### config.mk
export PLATFORM = sky130hd
export DESIGN_NAME = fetch_top
export DESIGN_NICKNAME = d
export VERILOG_FILES = /design/src/source/fetch_pkg.sv /design/src/source/fetch_top.sv /design/src/source/fetch_instr_buffer.sv /design/src/source/mem_read_port.sv /design/src/source/fetch_icache.sv /design/src/source/fetch_pc_gen.sv
export SDC_FILE = /design/constraint.sdc
export NUM_CORES = 1
export LEC_CHECK = 0
export BUFFER_PORTS_ARGS = -buffer_cell sky130_fd_sc_hd__buf_2
export CELL_PAD_IN_SITES_DETAIL_PLACEMENT = 1
export CELL_PAD_IN_SITES_GLOBAL_PLACEMENT = 1
export CORE_MARGIN = 1.5
export CORE_UTILIZATION = 40
export DETAILED_ROUTE_END_ITERATION = 8
export PLACE_DENSITY_LB_ADDON = 0.1
export SYNTH_ARGS = -nofsm -noshare
export SYNTH_HDL_FRONTEND = slang
export SYNTH_SLANG_ARGS = --single-unit
### constraint.sdc
create_clock -name clk -period 6 [get_ports clk]
set_input_delay 0.6 -clock clk [delete_from_list [all_inputs] [get_ports clk]]
set_output_delay 0.6 -clock clk [all_outputs]
set_load 0.02 [all_outputs]
### src/source/fetch_pkg.sv
`default_nettype none

package fetch_pkg;

    // Widths are fixed because a zero address doubles as "no request"
    localparam int ADDR_W = 32;
    localparam int DATA_W = 32;

    typedef logic [ADDR_W-1:0] addr_t;
    typedef logic [DATA_W-1:0] data_t;

    // Byte step between two sequential instructions
    localparam addr_t INSTR_BYTES = 32'd4;

    typedef enum logic [1:0] {
        ACCEPT_ADDR      = 2'd0,
        IN_TRANSACTION_1 = 2'd1,
        IN_TRANSACTION_2 = 2'd2
    } icache_state_e;

    typedef enum logic [1:0] {
        PC_ISSUE      = 2'd0,
        PC_WAIT_STALL = 2'd1,
        PC_WAIT_FREE  = 2'd2
    } pc_gen_state_e;

endpackage

`default_nettype wire
### src/source/fetch_top.sv
`timescale 1ns/1ns
`default_nettype none

module fetch_top
    import fetch_pkg::*;
#(
    parameter addr_t RESET_PC = 32'h0000_0100
) (
    input  logic  clk,
    input  logic  rst_n,

    // External memory
    output logic  mem_req_o,
    output addr_t mem_addr_o,
    input  data_t mem_rdata_i,
    input  logic  mem_rvalid_i,

    // Issue stage
    output logic  issue_valid_o,
    output addr_t issue_pc_0_o,
    output data_t issue_instr_0_o,
    output addr_t issue_pc_1_o,
    output data_t issue_instr_1_o
);

    // Fetch address pair and the stall back
    addr_t raddr_1;
    addr_t raddr_2;
    logic  stallreq;

    // Returned words
    logic  rvalid_1;
    logic  rvalid_2;
    addr_t ret_addr_1;
    addr_t ret_addr_2;
    data_t ret_data_1;
    data_t ret_data_2;

    // Cache to memory port
    addr_t axi_addr;
    data_t axi_data;
    logic  axi_busy;

    fetch_pc_gen #(
        .RESET_PC (RESET_PC)
    ) i_pc_gen (
        .clk       (clk),
        .rst_n     (rst_n),
        .stall_i   (stallreq),
        .raddr_1_o (raddr_1),
        .raddr_2_o (raddr_2)
    );

    fetch_icache i_icache (
        .clk        (clk),
        .rst_n      (rst_n),
        .raddr_1_i  (raddr_1),
        .raddr_2_i  (raddr_2),
        .stallreq_o (stallreq),
        .rvalid_1_o (rvalid_1),
        .rvalid_2_o (rvalid_2),
        .raddr_1_o  (ret_addr_1),
        .raddr_2_o  (ret_addr_2),
        .rdata_1_o  (ret_data_1),
        .rdata_2_o  (ret_data_2),
        .axi_addr_o (axi_addr),
        .axi_data_i (axi_data),
        .axi_busy_i (axi_busy)
    );

    mem_read_port i_mem_port (
        .clk          (clk),
        .rst_n        (rst_n),
        .addr_i       (axi_addr),
        .data_o       (axi_data),
        .busy_o       (axi_busy),
        .mem_req_o    (mem_req_o),
        .mem_addr_o   (mem_addr_o),
        .mem_rdata_i  (mem_rdata_i),
        .mem_rvalid_i (mem_rvalid_i)
    );

    fetch_instr_buffer i_instr_buf (
        .clk             (clk),
        .rst_n           (rst_n),
        .rvalid_1_i      (rvalid_1),
        .rvalid_2_i      (rvalid_2),
        .raddr_1_i       (ret_addr_1),
        .raddr_2_i       (ret_addr_2),
        .rdata_1_i       (ret_data_1),
        .rdata_2_i       (ret_data_2),
        .issue_valid_o   (issue_valid_o),
        .issue_pc_0_o    (issue_pc_0_o),
        .issue_instr_0_o (issue_instr_0_o),
        .issue_pc_1_o    (issue_pc_1_o),
        .issue_instr_1_o (issue_instr_1_o)
    );

endmodule

`default_nettype wire

### src/source/fetch_instr_buffer.sv
`timescale 1ns/1ns
`default_nettype none

module fetch_instr_buffer
    import fetch_pkg::*;
(
    input  logic  clk,
    input  logic  rst_n,

    // Words from the cache, first word always comes first
    input  logic  rvalid_1_i,
    input  logic  rvalid_2_i,
    input  addr_t raddr_1_i,
    input  addr_t raddr_2_i,
    input  data_t rdata_1_i,
    input  data_t rdata_2_i,

    // Issued pair, one-cycle pulse
    output logic  issue_valid_o,
    output addr_t issue_pc_0_o,
    output data_t issue_instr_0_o,
    output addr_t issue_pc_1_o,
    output data_t issue_instr_1_o
);

    logic  half_full_q;
    addr_t hold_addr_q;
    data_t hold_data_q;
    logic  pair_done;

    // Second word without a held first word is dropped
    assign pair_done = rvalid_2_i && half_full_q;

    always_ff @(posedge clk or negedge rst_n) begin
        if (!rst_n) begin
            half_full_q <= 1'b0;
        end else if (rvalid_1_i) begin
            half_full_q <= 1'b1;
        end else if (pair_done) begin
            half_full_q <= 1'b0;
        end
    end

    // Slot 0 waiting for its partner
    always_ff @(posedge clk) begin
        if (rvalid_1_i) begin
            hold_addr_q <= raddr_1_i;
            hold_data_q <= rdata_1_i;
        end
    end

    always_ff @(posedge clk or negedge rst_n) begin
        if (!rst_n) begin
            issue_valid_o   <= 1'b0;
            issue_pc_0_o    <= '0;
            issue_instr_0_o <= '0;
            issue_pc_1_o    <= '0;
            issue_instr_1_o <= '0;
        end else begin
            issue_valid_o <= pair_done;
            if (pair_done) begin
                issue_pc_0_o    <= hold_addr_q;
                issue_instr_0_o <= hold_data_q;
                issue_pc_1_o    <= raddr_2_i;
                issue_instr_1_o <= rdata_2_i;
            end
        end
    end

endmodule

`default_nettype wire

### src/source/mem_read_port.sv
`timescale 1ns/1ns
`default_nettype none

module mem_read_port
    import fetch_pkg::*;
(
    input  logic  clk,
    input  logic  rst_n,

    // Cache side
    input  addr_t addr_i,
    output data_t data_o,
    output logic  busy_o,

    // External memory
    output logic  mem_req_o,
    output addr_t mem_addr_o,
    input  data_t mem_rdata_i,
    input  logic  mem_rvalid_i
);

    logic strobe;
    logic pending_q;
    logic resp_hit;

    assign strobe = (addr_i != '0);

    // Only one read in flight, later strobes are not forwarded
    assign mem_req_o  = strobe && !pending_q;
    assign mem_addr_o = mem_req_o ? addr_i : '0;

    // A response with nothing outstanding is ignored
    assign resp_hit = pending_q && mem_rvalid_i;

    always_ff @(posedge clk or negedge rst_n) begin
        if (!rst_n) begin
            pending_q <= 1'b0;
        end else if (mem_req_o) begin
            pending_q <= 1'b1;
        end else if (resp_hit) begin
            pending_q <= 1'b0;
        end
    end

    // High from the strobe on, low again in the data cycle
    assign busy_o = pending_q ? !mem_rvalid_i : strobe;
    assign data_o = resp_hit ? mem_rdata_i : '0;

endmodule

`default_nettype wire

### src/source/fetch_icache.sv
`timescale 1ns/1ns
`default_nettype none

module fetch_icache
    import fetch_pkg::*;
(
    input  logic  clk,
    input  logic  rst_n,

    // Fetch stage side, zero address means no request
    input  addr_t raddr_1_i,
    input  addr_t raddr_2_i,
    output logic  stallreq_o,
    output logic  rvalid_1_o,
    output logic  rvalid_2_o,
    output addr_t raddr_1_o,
    output addr_t raddr_2_o,
    output data_t rdata_1_o,
    output data_t rdata_2_o,

    // Memory port side, busy drops in the cycle data is ready
    output addr_t axi_addr_o,
    input  data_t axi_data_i,
    input  logic  axi_busy_i
);

    icache_state_e state_q;
    icache_state_e state_d;

    // Address pair kept for the whole transaction
    addr_t pair_addr_1_q;
    addr_t pair_addr_2_q;

    logic pair_valid;
    logic port_free;

    assign pair_valid = (raddr_1_i != '0) || (raddr_2_i != '0);
    assign port_free  = !axi_busy_i;

    always_ff @(posedge clk or negedge rst_n) begin
        if (!rst_n) begin
            state_q <= ACCEPT_ADDR;
        end else begin
            state_q <= state_d;
        end
    end

    always_comb begin
        state_d = state_q;
        case (state_q)
            ACCEPT_ADDR: begin
                if (pair_valid) begin
                    state_d = IN_TRANSACTION_1;
                end
            end
            IN_TRANSACTION_1: begin
                if (port_free) begin
                    state_d = IN_TRANSACTION_2;
                end
            end
            IN_TRANSACTION_2: begin
                if (port_free) begin
                    state_d = ACCEPT_ADDR;
                end
            end
            default: begin
                state_d = ACCEPT_ADDR;
            end
        endcase
    end

    always_ff @(posedge clk) begin
        if (state_q == ACCEPT_ADDR && pair_valid) begin
            pair_addr_1_q <= raddr_1_i;
            pair_addr_2_q <= raddr_2_i;
        end
    end

    // Fetch stage is held for the whole transaction
    assign stallreq_o = (state_q != ACCEPT_ADDR);

    // Read strobes, one cycle each
    always_ff @(posedge clk or negedge rst_n) begin
        if (!rst_n) begin
            axi_addr_o <= '0;
        end else begin
            axi_addr_o <= '0;
            case (state_q)
                ACCEPT_ADDR: begin
                    if (raddr_1_i != '0 && port_free) begin
                        axi_addr_o <= raddr_1_i;
                    end
                end
                IN_TRANSACTION_1: begin
                    // Second read goes out as the first word comes back
                    if (pair_addr_2_q != '0 && port_free) begin
                        axi_addr_o <= pair_addr_2_q;
                    end
                end
                default: begin
                end
            endcase
        end
    end

    // Returned words paired with their own address
    always_ff @(posedge clk or negedge rst_n) begin
        if (!rst_n) begin
            rvalid_1_o <= 1'b0;
            rvalid_2_o <= 1'b0;
            raddr_1_o  <= '0;
            raddr_2_o  <= '0;
            rdata_1_o  <= '0;
            rdata_2_o  <= '0;
        end else begin
            rvalid_1_o <= 1'b0;
            rvalid_2_o <= 1'b0;
            raddr_1_o  <= '0;
            raddr_2_o  <= '0;
            rdata_1_o  <= '0;
            rdata_2_o  <= '0;
            if (state_q == IN_TRANSACTION_1 && port_free) begin
                rvalid_1_o <= 1'b1;
                raddr_1_o  <= pair_addr_1_q;
                rdata_1_o  <= axi_data_i;
            end
            if (state_q == IN_TRANSACTION_2 && port_free) begin
                rvalid_2_o <= 1'b1;
                raddr_2_o  <= pair_addr_2_q;
                rdata_2_o  <= axi_data_i;
            end
        end
    end

endmodule

`default_nettype wire

### src/source/fetch_pc_gen.sv
`timescale 1ns/1ns
`default_nettype none

module fetch_pc_gen
    import fetch_pkg::*;
#(
    parameter addr_t RESET_PC = 32'h0000_0100
) (
    input  logic  clk,
    input  logic  rst_n,
    input  logic  stall_i,
    output addr_t raddr_1_o,
    output addr_t raddr_2_o
);

    pc_gen_state_e state_q;
    addr_t         pc_q;

    // A pair is on the outputs for one cycle only, zero otherwise
    always_ff @(posedge clk or negedge rst_n) begin
        if (!rst_n) begin
            state_q   <= PC_ISSUE;
            pc_q      <= RESET_PC;
            raddr_1_o <= '0;
            raddr_2_o <= '0;
        end else begin
            raddr_1_o <= '0;
            raddr_2_o <= '0;
            case (state_q)
                PC_ISSUE: begin
                    raddr_1_o <= pc_q;
                    raddr_2_o <= pc_q + INSTR_BYTES;
                    // Two instructions per pair
                    pc_q      <= pc_q + (INSTR_BYTES << 1);
                    state_q   <= PC_WAIT_STALL;
                end
                PC_WAIT_STALL: begin
                    // Stall shows up one cycle after the cache takes the pair
                    if (stall_i) begin
                        state_q <= PC_WAIT_FREE;
                    end
                end
                PC_WAIT_FREE: begin
                    if (!stall_i) begin
                        state_q <= PC_ISSUE;
                    end
                end
                default: begin
                    state_q <= PC_ISSUE;
                end
            endcase
        end
    end

endmodule

`default_nettype wire

==> flow_metrics.env <==
export IMPL_status="completed"
export IMPL_cts_hold_buffers=0
export IMPL_die_h_microns=202.4
export IMPL_maxCapViolations=0
export IMPL_fmax_ghz=0.2977
export IMPL_grt_max_degree=152
export IMPL_startpoint_type="flip-flop"
export IMPL_fin_skew_ps=19.51
export IMPL_n_antenna_cell=0
export IMPL_synth_avg_cell_area_sq_um=16.14
export IMPL_layout_setup_ws_ps=2641
export IMPL_die_x_microns=202.4
export IMPL_hpwl_microns=22500
export IMPL_p_sw_uw=2983
export IMPL_p_comb_share_pct=24.3
export IMPL_routed_wl_microns=34380
export IMPL_worstSetupPathType="reg2out"
export IMPL_crit_path_end_kind="primary output"
export IMPL_drt_wirelength_per_cell_microns=19.78
export IMPL_root_buffer="clkbuf_16"
export IMPL_via_per_inst=4.823
export IMPL_r2r_start="i_icache.axi_addr_o[16]"
export IMPL_drv_slew=0
export IMPL_final_nets=1220
export IMPL_path_clk_slew_ps=60
export IMPL_ir_drop_v=0.0002996
export IMPL_setup_viol_count_final=0
export IMPL_slew_headroom_pct=36.43
export IMPL_reg2reg_depth=6
export IMPL_grt_usage_pct=17.44
export IMPL_path_depth=6
export IMPL_initial_core_util_pct=40.86
export IMPL_fin_tns_setup_ps=0
export IMPL_switching_share_pct=32.29
export IMPL_crit_fanout=20
export IMPL_r2r_slack_ps=3190
export IMPL_clk_path_buf_depth=3
export IMPL_synth_cell_types=40
export IMPL_hold_violations=0
export IMPL_synth_ff_type="dfrtp_1"
export IMPL_p_clk_share_pct=29.4
export IMPL_hp_class="in2async"
export IMPL_grt_pass1_vias=9054
export IMPL_ys_seq_area_share_pct=71.32
export IMPL_clkLatencyLatePin_ps=570
export IMPL_period_share_pct=55.99
export IMPL_place_ws_ps=3072
export IMPL_crit_chain="nor4_1 -> and4_1 -> a31oi_2 -> buf_4 -> and2_1 -> buf_2"
export IMPL_globalRouteOverflowTotal=0
export IMPL_syn_instance_count=985
export IMPL_min_period_ps=3359
export IMPL_rows=72
export IMPL_grt_pass1_wl_microns=54680
export IMPL_io_pins=197
export IMPL_io_buffer_count=189
export IMPL_antenna_found_initial=0
export IMPL_rsz0062_at_grt="false"
export IMPL_core_area_sq_um=38920
export IMPL_synth_async_reset_ratio_pct=79.08
export IMPL_htreeDepth=2
export IMPL_seq_power_share_pct=46.2
export IMPL_p_leak_uw=0.008794
export IMPL_yosys_warnings=0
export IMPL_cp_top_family="simple AND/OR/NAND/NOR gates"
export IMPL_drtAntennaViolNets=0
export IMPL_cp_num_buf_inv=2
export IMPL_cts_resized=0
export IMPL_gp_routability_congestion=0.7515
export IMPL_drt_iter0_drc=352
export IMPL_remaining_drc_errors=0
export IMPL_reg2reg_to="i_icache.axi_addr_o[27]"
export IMPL_p_per_area_nw_per_um2=491.0
export IMPL_worst_slew_pin_slew_ps=948.4
export IMPL_synth_edff_count=91
export IMPL_firstDrtPassIters=4
export IMPL_cpPeakStageDelay_ps=550
export IMPL_internal_power_uw=6256
export IMPL_ys_ff_latch=435
export IMPL_area_growth_pct=18.32
export IMPL_vias=8382
export IMPL_netlist_area_sq_um=15900
export IMPL_cp_slowest_cell="nor4_1"
export IMPL_numCtsBuffers=46
export IMPL_dieArea_sq_um=40960
export IMPL_nFillCells=3821
export IMPL_critPathArrivalTime_ps=2760
export IMPL_worstPathRequired_ps=5400
export IMPL_cts_setup_buffers=0
export IMPL_cts_sinks=435
export IMPL_cts_tree="done"
export IMPL_drive_gt1_share_pct=39.84
placed cells by master (no fill, tap or decap), types with 4 or more instances in the layout:
cell type and instances:
nor3b_1 12, and3_1 5, nand2_1 10, nor2_2 4, clkinv_2 5, mux2i_1 30, mux2_2 124, clkbuf_16 47
buf_4 16, edfxtp_1 91, nand4_1 13, dfrtp_1 342, nand3_1 14, clkbuf_8 9, nor3_2 30, nor4_1 11
xnor2_1 26, conb_1 7, nor3b_2 48, nor2_1 7, nor3_1 8, and2_1 120, buf_2 188, clkbuf_1 19
cells by family (layout without fill, tap and decap cells):
family / count (synthesis) / in the layout / synth area share (%)
xor+xnor: 29 / 29 / 1.597
buf+inv: 65 / 294 / 2.164
flops: 435 / 435 / 71.32
compound gates: 5 / 5 / 0.2361
mux: 154 / 154 / 10.67
other cells: 1 / 7 / 0.02358
simple gates: 295 / 295 / 13.91
fa+ha+maj: 1 / 1 / 0.07867
sequential cells by signal (all words and copies together) (netlist names), 28 cells and up:
signal                       flops
i_icache.pair_addr_1_q          28
i_icache.axi_addr_o             30
i_icache.rdata_1_o              32
i_instr_buf.hold_addr_q         29
i_pc_gen.raddr_1_o              28
i_icache.rdata_2_o              32
i_instr_buf.issue_instr_1_o     32
i_pc_gen.pc_q                   29
i_icache.raddr_1_o              29
i_instr_buf.hold_data_q         32
i_instr_buf.issue_pc_0_o        29
i_icache.raddr_2_o              30
i_instr_buf.issue_pc_1_o        30
i_instr_buf.issue_instr_0_o     32
synth_stat cells, drive strengths merged, types with 5 or more instances:
master	count	area share (%)
xnor2	26	1.4
nand2	10	0.24
nand4	13	0.51
buf	24	1.2
dfrtp	343	54
and2	121	4.8
clkbuf	37	0.87
nor3b	60	4.3
mux2i	30	1.9
nor4	12	0.51
nor2	11	0.26
and3	5	0.20
edfxtp	91	17
nand3	14	0.44
nor3	38	2.1
mux2	124	8.8
power groups by stage:
| stage | logic [uW] | registers, uW | clock network (uW) |
|---|---|---|---|
| floorplan | 1260 | 4500 | 0 |
| global placement | 2270 | 4320 | 0 |
| detailed placement | 2300 | 4340 | 0 |
| CTS | 2310 | 4290 | 2810 |
| global route | 2430 | 4370 | 2910 |
| finish | 2250 | 4270 | 2720 |
through the flow:
stage | hold slack, ps | utilization [%] | total power (uW) | instance area (sq um) | cells
2_1_floorplan | 304.4 | - | 5766 | 15930 | 991
3_3_place_gp | 401.5 | 44.64 | 6593 | 17370 | 1654
6_report | 77.81 | 48.35 | 9238 | 18820 | 1738
5_1_grt | 164.7 | 48.35 | 9713 | 18820 | 1738
4_1_cts | 152.8 | 48.35 | 9409 | 18820 | 1738
3_5_place_dp | 405.1 | 44.64 | 6641 | 17370 | 1654
worst register-to-register path, stage by stage, from the launching register on:
cell     delay (ps)
dfrtp_1         410
nor4_1          550
and4_1          410
a32o_2          290
inv_4           220
buf_4           470
nor3_2          360
cell type report:
cell class,count,area (sq um),share of cell area (%)
Clock buffer,75,1371,7.288
Clock inverter,9,71.32,0.3790
Inverter,4,17.52,0.09310
Multi-Input combinational cell,491,4268,22.68
Sequential cell,435,11340,60.29
Tap cell,518,648.1,3.445
Timing Repair Buffer,206,1096,5.825
routing by layer:
metal	GRT usage (%)	wire length [microns]
met1	24.03	15560
met2	28.47	17040
met3	2.741	1091
met4	5.450	694
met5	0	0
worst max-delay path by stage:
stage | slack (ps) | from | endpoint
5_1_grt | 2510 | i_icache.axi_addr_o[25] | mem_addr_o[22]
2_1_floorplan | 3510 | i_icache.state_q[0] | i_icache.pair_addr_1_q[10]
4_1_cts | 2460 | i_icache.axi_addr_o[25] | mem_addr_o[22]
3_5_place_dp | 3070 | i_icache.axi_addr_o[25] | i_icache.axi_addr_o[27]
3_3_place_gp | 3070 | i_icache.axi_addr_o[25] | i_icache.axi_addr_o[27]
6_report | 2640 | i_icache.axi_addr_o[16] | mem_addr_o[22]
(Power assumes the default switching activity.)
